## src/rtl/com_pkg.sv

```systemverilog
package com_pkg;

    // packet classification seen by the register file and the reply sequencer.
    typedef enum logic [3:0] {
        INIT   = 4'b0000,
        ACK    = 4'b0001,
        NAK    = 4'b0010,
        STL    = 4'b0011,
        DIDX   = 4'b0101,
        DPARAM = 4'b0110,
        DDIDX  = 4'b0111,
        ERROR  = 4'b1111
    } btype_e;

    typedef enum logic [7:0] {
        IDLE = 8'h00,
        WAIT = 8'h01,
        WORK = 8'h02,
        DONE = 8'h03,
        RPID = 8'h04,
        DNUM = 8'h05,
        CRC5 = 8'h06,
        EROR = 8'h10
    } rx_state_e;

    typedef enum logic [1:0] {
        T_IDLE,
        T_SYNC,
        T_PID,
        T_END
    } tx_state_e;

    localparam logic [7:0] PID_SYNC = 8'h01;
    localparam logic [7:0] PID_CMD  = 8'h1E;
    localparam logic [7:0] PID_ACK  = 8'h2D;
    localparam logic [7:0] PID_NAK  = 8'hA5;
    localparam logic [7:0] PID_STL  = 8'hE1;

    // upper nibble of the first data byte.
    localparam logic [3:0] HEAD_DDIDX  = 4'h1;
    localparam logic [3:0] HEAD_DPARAM = 4'h5;
    localparam logic [3:0] HEAD_DIDX   = 4'h9;

    localparam logic [15:0] NLEN = 16'h0002; // length field is two bytes.

    // x^5 + x^2 + 1, register preset to all ones.
    localparam logic [4:0] CRC5_INIT = 5'b11111;
    localparam logic [4:0] CRC5_POLY = 5'b00101;

endpackage

```

## src/rtl/crc5.sv

```systemverilog
`timescale 1ns/1ps

module crc5 (
    input  logic       clk,
    input  logic       rst,
    input  logic       clear,
    input  logic       enable,
    input  logic [7:0] din,
    output logic [7:0] dout
);

    logic [4:0] rem;
    logic [4:0] rem_next;

    // fold one byte, lsb first.
    always_comb begin
        rem_next = rem;
        for (int i = 0; i < 8; i++) begin
            if (din[i] ^ rem_next[4]) begin
                rem_next = {rem_next[3:0], 1'b0} ^ com_pkg::CRC5_POLY;
            end else begin
                rem_next = {rem_next[3:0], 1'b0};
            end
        end
    end

    always_ff @(posedge clk or posedge rst) begin
        if (rst) begin
            rem <= com_pkg::CRC5_INIT;
        end else if (clear) begin
            rem <= com_pkg::CRC5_INIT;
        end else if (enable) begin
            rem <= rem_next;
        end
    end

    assign dout = {3'b000, ~rem}; // check byte as sent on the wire.

endmodule

```

## src/rtl/com_rx.sv

```systemverilog
`timescale 1ns/1ps

module com_rx (
    input  logic             clk,
    input  logic             rst,
    input  logic             fd,
    input  logic [7:0]       com_rxd,
    output logic             fs,
    output com_pkg::btype_e  btype,
    output logic [31:0]      data_cmd
);

    com_pkg::rx_state_e state;
    com_pkg::rx_state_e next_state;

    logic [15:0] num;
    logic [3:0]  ram_tlen;
    logic [15:0] len_last;
    logic [15:0] data_last;

    logic [3:0] device_idx;
    logic [3:0] data_idx;
    logic [3:0] freq_samp;
    logic [3:0] filt_up;
    logic [3:0] filt_low;

    logic       head_byte;
    logic       param_byte;
    logic       crc_en;
    logic       crc_clr;
    logic       crc_ok;
    logic [7:0] crc_out;

    assign len_last   = com_pkg::NLEN - 16'd1;
    assign data_last  = {12'h000, ram_tlen} - 16'd1;
    assign head_byte  = (state == com_pkg::WORK) && (num == 16'd0);
    assign param_byte = (state == com_pkg::WORK) && (num == 16'd1) &&
                        (btype == com_pkg::DPARAM);

    // second length byte and all data bytes go through the crc.
    assign crc_en  = (state == com_pkg::WORK) ||
                     ((state == com_pkg::DNUM) && (num >= len_last));
    assign crc_clr = (state == com_pkg::WAIT);
    assign crc_ok  = (com_rxd == crc_out);

    assign fs       = (state == com_pkg::DONE);
    assign data_cmd = {device_idx, data_idx, freq_samp, filt_up, filt_low, 12'h000};

    always_ff @(posedge clk or posedge rst) begin
        if (rst) begin
            state <= com_pkg::IDLE;
        end else begin
            state <= next_state;
        end
    end

    always_comb begin
        next_state = state;
        case (state)
            com_pkg::IDLE: next_state = com_pkg::WAIT;
            com_pkg::WAIT: begin
                if (com_rxd == com_pkg::PID_SYNC) next_state = com_pkg::RPID;
            end
            com_pkg::RPID: begin
                case (com_rxd)
                    com_pkg::PID_CMD: next_state = com_pkg::DNUM;
                    com_pkg::PID_ACK,
                    com_pkg::PID_NAK,
                    com_pkg::PID_STL: next_state = com_pkg::DONE;
                    default:          next_state = com_pkg::EROR;
                endcase
            end
            com_pkg::DNUM: begin
                if (num >= len_last) next_state = com_pkg::WORK;
            end
            com_pkg::WORK: begin
                if (num >= data_last) next_state = com_pkg::CRC5;
            end
            com_pkg::CRC5: next_state = com_pkg::DONE; // a bad check is flagged in btype.
            com_pkg::DONE: begin
                if (fd) next_state = com_pkg::WAIT;
            end
            com_pkg::EROR: next_state = com_pkg::DONE;
            default:       next_state = com_pkg::IDLE;
        endcase
    end

    // byte counter, restarts for each field.
    always_ff @(posedge clk or posedge rst) begin
        if (rst) begin
            num <= 16'd0;
        end else if ((state == com_pkg::DNUM) && (num < len_last)) begin
            num <= num + 16'd1;
        end else if ((state == com_pkg::WORK) && (num < data_last)) begin
            num <= num + 16'd1;
        end else begin
            num <= 16'd0;
        end
    end

    always_ff @(posedge clk or posedge rst) begin
        if (rst) begin
            ram_tlen <= 4'h0;
        end else if (state == com_pkg::WAIT) begin
            ram_tlen <= 4'h0;
        end else if ((state == com_pkg::DNUM) && (num == len_last)) begin
            ram_tlen <= com_rxd[3:0]; // low nibble of the second length byte.
        end
    end

    always_ff @(posedge clk or posedge rst) begin
        if (rst) begin
            btype <= com_pkg::INIT;
        end else if (state == com_pkg::WAIT) begin
            btype <= com_pkg::INIT;
        end else if (state == com_pkg::RPID) begin
            case (com_rxd)
                com_pkg::PID_ACK: btype <= com_pkg::ACK;
                com_pkg::PID_NAK: btype <= com_pkg::NAK;
                com_pkg::PID_STL: btype <= com_pkg::STL;
                default: ;
            endcase
        end else if (head_byte) begin
            case (com_rxd[7:4])
                com_pkg::HEAD_DIDX:   btype <= com_pkg::DIDX;
                com_pkg::HEAD_DDIDX:  btype <= com_pkg::DDIDX;
                com_pkg::HEAD_DPARAM: btype <= com_pkg::DPARAM;
                default: ;                                  // unknown head stays init.
            endcase
        end else if ((state == com_pkg::CRC5) && !crc_ok) begin
            btype <= com_pkg::ERROR;
        end else if (state == com_pkg::EROR) begin
            btype <= com_pkg::ERROR;
        end
    end

    always_ff @(posedge clk or posedge rst) begin
        if (rst) begin
            device_idx <= 4'h0;
            data_idx   <= 4'h0;
            freq_samp  <= 4'h0;
            filt_up    <= 4'h0;
            filt_low   <= 4'h0;
        end else if (state == com_pkg::WAIT) begin
            device_idx <= 4'h0;
            data_idx   <= 4'h0;
            freq_samp  <= 4'h0;
            filt_up    <= 4'h0;
            filt_low   <= 4'h0;
        end else if (head_byte) begin
            case (com_rxd[7:4])
                com_pkg::HEAD_DIDX:   device_idx <= com_rxd[3:0];
                com_pkg::HEAD_DDIDX:  data_idx   <= com_rxd[3:0];
                com_pkg::HEAD_DPARAM: freq_samp  <= com_rxd[3:0];
                default: ;
            endcase
        end else if (param_byte) begin
            filt_up  <= com_rxd[7:4];
            filt_low <= com_rxd[3:0];
        end
    end

    crc5 crc5_0 (
        .clk    (clk),
        .rst    (rst),
        .clear  (crc_clr),
        .enable (crc_en),
        .din    (com_rxd),
        .dout   (crc_out)
    );

endmodule

```

## src/rtl/resp_tx.sv

```systemverilog
`timescale 1ns/1ps

module resp_tx (
    input  logic            clk,
    input  logic            rst,
    input  logic            fs,
    input  com_pkg::btype_e btype,
    output logic            fd,
    output logic [7:0]      com_txd,
    output logic            tx_en
);

    com_pkg::tx_state_e state;

    logic [7:0] pid_reg;
    logic [7:0] pid_sel;
    logic       has_reply;

    always_comb begin
        has_reply = 1'b1;
        pid_sel   = com_pkg::PID_NAK;
        case (btype)
            com_pkg::ERROR:  pid_sel = com_pkg::PID_NAK;
            com_pkg::DIDX,
            com_pkg::DDIDX,
            com_pkg::DPARAM: pid_sel = com_pkg::PID_ACK;
            com_pkg::INIT:   pid_sel = com_pkg::PID_STL; // command with unknown head.
            default:         has_reply = 1'b0;           // far-end handshakes get no answer.
        endcase
    end

    always_ff @(posedge clk or posedge rst) begin
        if (rst) begin
            state <= com_pkg::T_IDLE;
        end else begin
            case (state)
                com_pkg::T_IDLE: begin
                    if (fs) state <= has_reply ? com_pkg::T_SYNC : com_pkg::T_END;
                end
                com_pkg::T_SYNC: state <= com_pkg::T_PID;
                com_pkg::T_PID:  state <= com_pkg::T_END;
                com_pkg::T_END: begin
                    if (!fs) state <= com_pkg::T_IDLE; // hold until the frame is released.
                end
                default: state <= com_pkg::T_IDLE;
            endcase
        end
    end

    always_ff @(posedge clk or posedge rst) begin
        if (rst) begin
            pid_reg <= 8'h00;
        end else if ((state == com_pkg::T_IDLE) && fs) begin
            pid_reg <= pid_sel;
        end
    end

    // fd lands in the pid cycle, or right away when there is nothing to send.
    always_ff @(posedge clk or posedge rst) begin
        if (rst) begin
            fd <= 1'b0;
        end else begin
            fd <= (state == com_pkg::T_SYNC) ||
                  ((state == com_pkg::T_IDLE) && fs && !has_reply);
        end
    end

    assign tx_en = (state == com_pkg::T_SYNC) || (state == com_pkg::T_PID);

    always_comb begin
        case (state)
            com_pkg::T_SYNC: com_txd = com_pkg::PID_SYNC;
            com_pkg::T_PID:  com_txd = pid_reg;
            default:         com_txd = 8'h00;
        endcase
    end

endmodule

```

## src/rtl/cmd_exec.sv

```systemverilog
`timescale 1ns/1ps

module cmd_exec (
    input  logic            clk,
    input  logic            rst,
    input  logic            fs,
    input  logic            fd,
    input  com_pkg::btype_e btype,
    input  logic [31:0]     data_cmd,
    output logic [3:0]      device_idx,
    output logic [3:0]      data_idx,
    output logic [3:0]      freq_samp,
    output logic [3:0]      filt_up,
    output logic [3:0]      filt_low,
    output logic [7:0]      ack_cnt,
    output logic [7:0]      nak_cnt,
    output logic [7:0]      stl_cnt,
    output logic [7:0]      err_cnt
);

    logic commit;

    assign commit = fs && fd; // true for exactly one cycle per frame.

    always_ff @(posedge clk or posedge rst) begin
        if (rst) begin
            device_idx <= 4'h0;
            data_idx   <= 4'h0;
            freq_samp  <= 4'h0;
            filt_up    <= 4'h0;
            filt_low   <= 4'h0;
        end else if (commit) begin
            case (btype)
                com_pkg::DIDX:  device_idx <= data_cmd[31:28];
                com_pkg::DDIDX: data_idx   <= data_cmd[27:24];
                com_pkg::DPARAM: begin
                    freq_samp <= data_cmd[23:20];
                    filt_up   <= data_cmd[19:16];
                    filt_low  <= data_cmd[15:12];
                end
                default: ;
            endcase
        end
    end

    // counters wrap at 8 bits.
    always_ff @(posedge clk or posedge rst) begin
        if (rst) begin
            ack_cnt <= 8'd0;
            nak_cnt <= 8'd0;
            stl_cnt <= 8'd0;
            err_cnt <= 8'd0;
        end else if (commit) begin
            case (btype)
                com_pkg::ACK:   ack_cnt <= ack_cnt + 8'd1;
                com_pkg::NAK:   nak_cnt <= nak_cnt + 8'd1;
                com_pkg::STL:   stl_cnt <= stl_cnt + 8'd1;
                com_pkg::ERROR: err_cnt <= err_cnt + 8'd1;
                default: ;
            endcase
        end
    end

endmodule

```

## src/rtl/com_link_top.sv

```systemverilog
`timescale 1ns/1ps

module com_link_top (
    input  logic       clk,
    input  logic       rst,
    input  logic [7:0] com_rxd,
    output logic [7:0] com_txd,
    output logic       tx_en,
    output logic [3:0] device_idx,
    output logic [3:0] data_idx,
    output logic [3:0] freq_samp,
    output logic [3:0] filt_up,
    output logic [3:0] filt_low,
    output logic [7:0] ack_cnt,
    output logic [7:0] nak_cnt,
    output logic [7:0] stl_cnt,
    output logic [7:0] err_cnt
);

    logic            fs;
    logic            fd;
    com_pkg::btype_e btype;
    logic [31:0]     data_cmd;

    com_rx com_rx_0 (
        .clk      (clk),
        .rst      (rst),
        .fd       (fd),
        .com_rxd  (com_rxd),
        .fs       (fs),
        .btype    (btype),
        .data_cmd (data_cmd)
    );

    resp_tx resp_tx_0 (
        .clk     (clk),
        .rst     (rst),
        .fs      (fs),
        .btype   (btype),
        .fd      (fd),
        .com_txd (com_txd),
        .tx_en   (tx_en)
    );

    cmd_exec cmd_exec_0 (
        .clk        (clk),
        .rst        (rst),
        .fs         (fs),
        .fd         (fd),
        .btype      (btype),
        .data_cmd   (data_cmd),
        .device_idx (device_idx),
        .data_idx   (data_idx),
        .freq_samp  (freq_samp),
        .filt_up    (filt_up),
        .filt_low   (filt_low),
        .ack_cnt    (ack_cnt),
        .nak_cnt    (nak_cnt),
        .stl_cnt    (stl_cnt),
        .err_cnt    (err_cnt)
    );

endmodule

```

## config.mk

```make
export PLATFORM = sky130hd
export DESIGN_NAME = com_link_top
export DESIGN_NICKNAME = d
export VERILOG_FILES = /design/src/rtl/com_pkg.sv /design/src/rtl/crc5.sv /design/src/rtl/com_rx.sv /design/src/rtl/resp_tx.sv /design/src/rtl/cmd_exec.sv /design/src/rtl/com_link_top.sv
export SDC_FILE = /design/constraint.sdc
export NUM_CORES = 1
export LEC_CHECK = 0
export BUFFER_PORTS_ARGS = -buffer_cell sky130_fd_sc_hd__buf_2
export CAP_MARGIN = 5
export CORE_AREA = 2 2 133 135
export DETAILED_ROUTE_END_ITERATION = 10
export DIE_AREA = 0 0 135 137
export PLACE_DENSITY = 0.55
export SYNTH_ARGS = -nofsm -noshare
export SYNTH_HDL_FRONTEND = slang
export SYNTH_SLANG_ARGS = --single-unit
```

## constraint.sdc

```tcl
create_clock -name clk -period 3.4 [get_ports clk]
set_input_delay 0.51 -clock clk [delete_from_list [all_inputs] [get_ports clk]]
set_output_delay 0.51 -clock clk [all_outputs]
set_load 0.02 [all_outputs]
```

==> metrics.txt <==
status=complete, no violations; number of pins exceeding their max-slew limit in the final report=0; number of iterations in the first detailed-routing pass=4; unrepaired setup endpoints after global routing=no; area after detailed placement=6459 um^2; number of instances in the synthesized netlist=556; flops & latches, synth=113; cell type with the largest total area after synthesis=dfrtp_1; die height=137 um; area of the mapped netlist=5871 um^2; number of distinct library cells after synthesis=49; maximum number of pins on one net before global-route repair=41; share of post-route cells with drive strength above 1=0.2297; clock tree from TritonCTS=done; largest clock skew in the final design=0.01455 ns; fraction of the cycle the final worst path needs=0.8526; largest cells by area after synthesis=dfrtp_1, xnor2_1, mux2_2, ha_1, nor2_1; portion of synthesized cell area occupied by the leading cell type=0.4604; initial antenna violation count=0; routed via count divided by cell count=4.877; # clock sinks=113; startpoint of the lowest-slack register-to-register path=com_rx_0.ram_tlen[0]$_DFFE_PP0P_; final weighted congestion in routability-driven placement=0.7728; critical path arrival=3.17 ns; endpoint of the worst-slack reg-to-reg timing path=com_rx_0.num[2]$_DFF_PP0_; Final min period=roughly 2.9 ns; Worst Reg2Reg Path Length in Cells=9; post-route ant nets=0; most common library cell in the layout ignoring fill and taps=dfrtp_1; Remaining Overflow, GRT=0; total of hold buffers inserted after clock tree synthesis=0; leading cell types in the layout, fill and taps excluded=dfrtp_1, buf_2, nor2_1; fraction of registers with async set or reset after synthesis=1.000; data required time of the worst path=3.67 ns; final std cells w/o fill=865; hold violation total from the final report=0; Register-to-Register Setup Slack=0.50 ns; Syn Area/Cell=10.56 um^2; fin util=0.4119; die footprint=around 18000 um^2; number of DRC violations after detailed-routing iteration 0=195; Cells after DPL=833; final WL=12.64 mm; type of origin of the critical path=register; Clock Pin Slew Worst Setup and Hold Paths=~0.06 ns; gr usage total=0.1451; classification of the worst-slack hold path=input port to asynchronous set/reset pin; maximum clock insertion buffer count=2; post-route cell area=7025 um^2; Crit Path Max Fanout=16; antenna cell count=0; fraction of the yosys area taken by sequential cells=0.4827; count of cells resized by post-cts repair=0; worst ir drop on vdd=0.0004312 V; net total in the final layout=666; half-perimeter wire length after detailed placement=9.151 mm; max frequency=roughly 0.34 GHz; filler cell count=1694; areal power density over the cells=707.0 nW/um^2; relative slew slack=0.4210; endpoint kind of the worst setup timing path=register; total leakage power=3.381 nW; layout overhead on the synthesized area=19.67%; total number of placement rows=48; total negative slack for setup checks=0 ns; transition time of the tightest slew-check pin=0.8667 ns; total clock buffers created by CTS=17; clock tree root driver cell=clkbuf_16; Post-synth top flop=dfrtp_1; total setup violations reported at the end of the flow=0; max-cap violations=0; Largest register FFs=16; clock insertion delay at the later pin of the skew report=roughly 0.43 ns; # Post-CTS Setup Buffers=0; Biggest register=com_rx_0.num; die span in x=135 um; wire length of the first global-routing pass=20.98 mm; Yosys Warn Count=0; number of global-route vias before repair=4216; Top Ports=71; initial core utilization=0.3442; average wire per cell in the routed design=14.61 um; Setup CP Type=register to register; number of flops mapped to enable cells by yosys=0; total number of vias=between 4000 and 5000; level count of the clock H-tree=4; detailed-route DRC error count=0; Core Area=17060 um^2; total of buffers placed on input and output ports=68
## stage by stage
stage	setup WS, ns	power [mW]	hold WS [ns]
2_1_floorplan	0.8416	2.947	0.4252
3_3_place_gp	0.6630	3.254	0.4498
3_5_place_dp	0.5271	3.302	0.4592
4_1_cts	0.4857	5.034	0.2838
5_1_grt	0.1504	5.283	0.3390
6_report	0.5012	4.967	0.2628
## cell usage after synthesis, types with 6 or more instances
master,count
dfrtp_1,108
nor2_1,64
xnor2_1,45
nand2_1,39
mux2_2,34
ha_1,29
nand3_1,22
xor2_1,22
nand4_1,17
clkbuf_1,16
nor3_1,15
inv_1,14
mux2i_1,14
and2_1,11
nand2b_1,9
a21oi_1,8
and3_1,8
o21ai_0,8
a22o_1,6
a31oi_1,6
nor4_1,6
## metal layers
metal	global-route usage	routed length (um)	share of wire	up-vias
li1	-	-	-	2075
met1	0.1903	6097	0.48	2053
met2	0.2250	5811	0.46	70
met3	0.04074	497	0.039	21
met4	0.06250	233	0.018	0
met5	0	0	0	-
## worst max-delay path by stage
stage                                                start                         end  slack (ns)  depth (start not counted)
final                     com_rx_0.ram_tlen[0]$_DFFE_PP0P_   com_rx_0.num[2]$_DFF_PP0_        0.50                          9
after global routing      com_rx_0.ram_tlen[0]$_DFFE_PP0P_  com_rx_0.num[13]$_DFF_PP0_        0.15                          9
after CTS                 com_rx_0.ram_tlen[0]$_DFFE_PP0P_   com_rx_0.num[2]$_DFF_PP0_        0.49                          9
after detailed placement  com_rx_0.ram_tlen[0]$_DFFE_PP0P_   com_rx_0.num[2]$_DFF_PP0_        0.53                          9
after global placement    com_rx_0.ram_tlen[0]$_DFFE_PP0P_  com_rx_0.num[13]$_DFF_PP0_        0.66                          9
after floorplan           com_rx_0.ram_tlen[0]$_DFFE_PP0P_  com_rx_0.num[10]$_DFF_PP0_        0.84                         10
## critical path, cell delays in order (launching register included)
cell and delay (ns):
dfrtp_1 0.39, inv_1 0.08, ha_1 0.18, nand2_1 0.28, ha_1 0.42, nand4_1 0.15, nor4_1 0.38, a21boi_0 0.23
o22a_1 0.51, nor2_1 0.12
## kinds of logic after synthesis
logic type	after synthesis	synth area share
AND/OR/NAND/NOR	213	0.1820
adder cells (fa/ha/maj)	30	0.06351
AO/OA/AOI/OAI	49	0.05670
other	1	0.0006388
flip-flops	113	0.4827
XOR/XNOR	67	0.09996
buffers and inverters	35	0.02536
multiplexers	48	0.08909
## area by class of cell
type | count | area [um^2] | area share
tap | 225 | 281.5 | 0.04007
sequential | 113 | 2834 | 0.4034
multi-input combinational | 409 | 2892 | 0.4116
timing repair buffer | 72 | 395.4 | 0.05628
clock buffer | 21 | 460.4 | 0.06554
clock inverter | 11 | 106.4 | 0.01514
inverter | 14 | 56.30 | 0.008014
## power breakdown
group          total [mW]  switching, mW  internal [mW]
Combinational        1.51          0.864          0.644
Sequential           1.77          0.206           1.56
Clock                1.69          0.648           1.05
Total                4.97           1.72           3.25
Power figures use the tool's default switching activity.
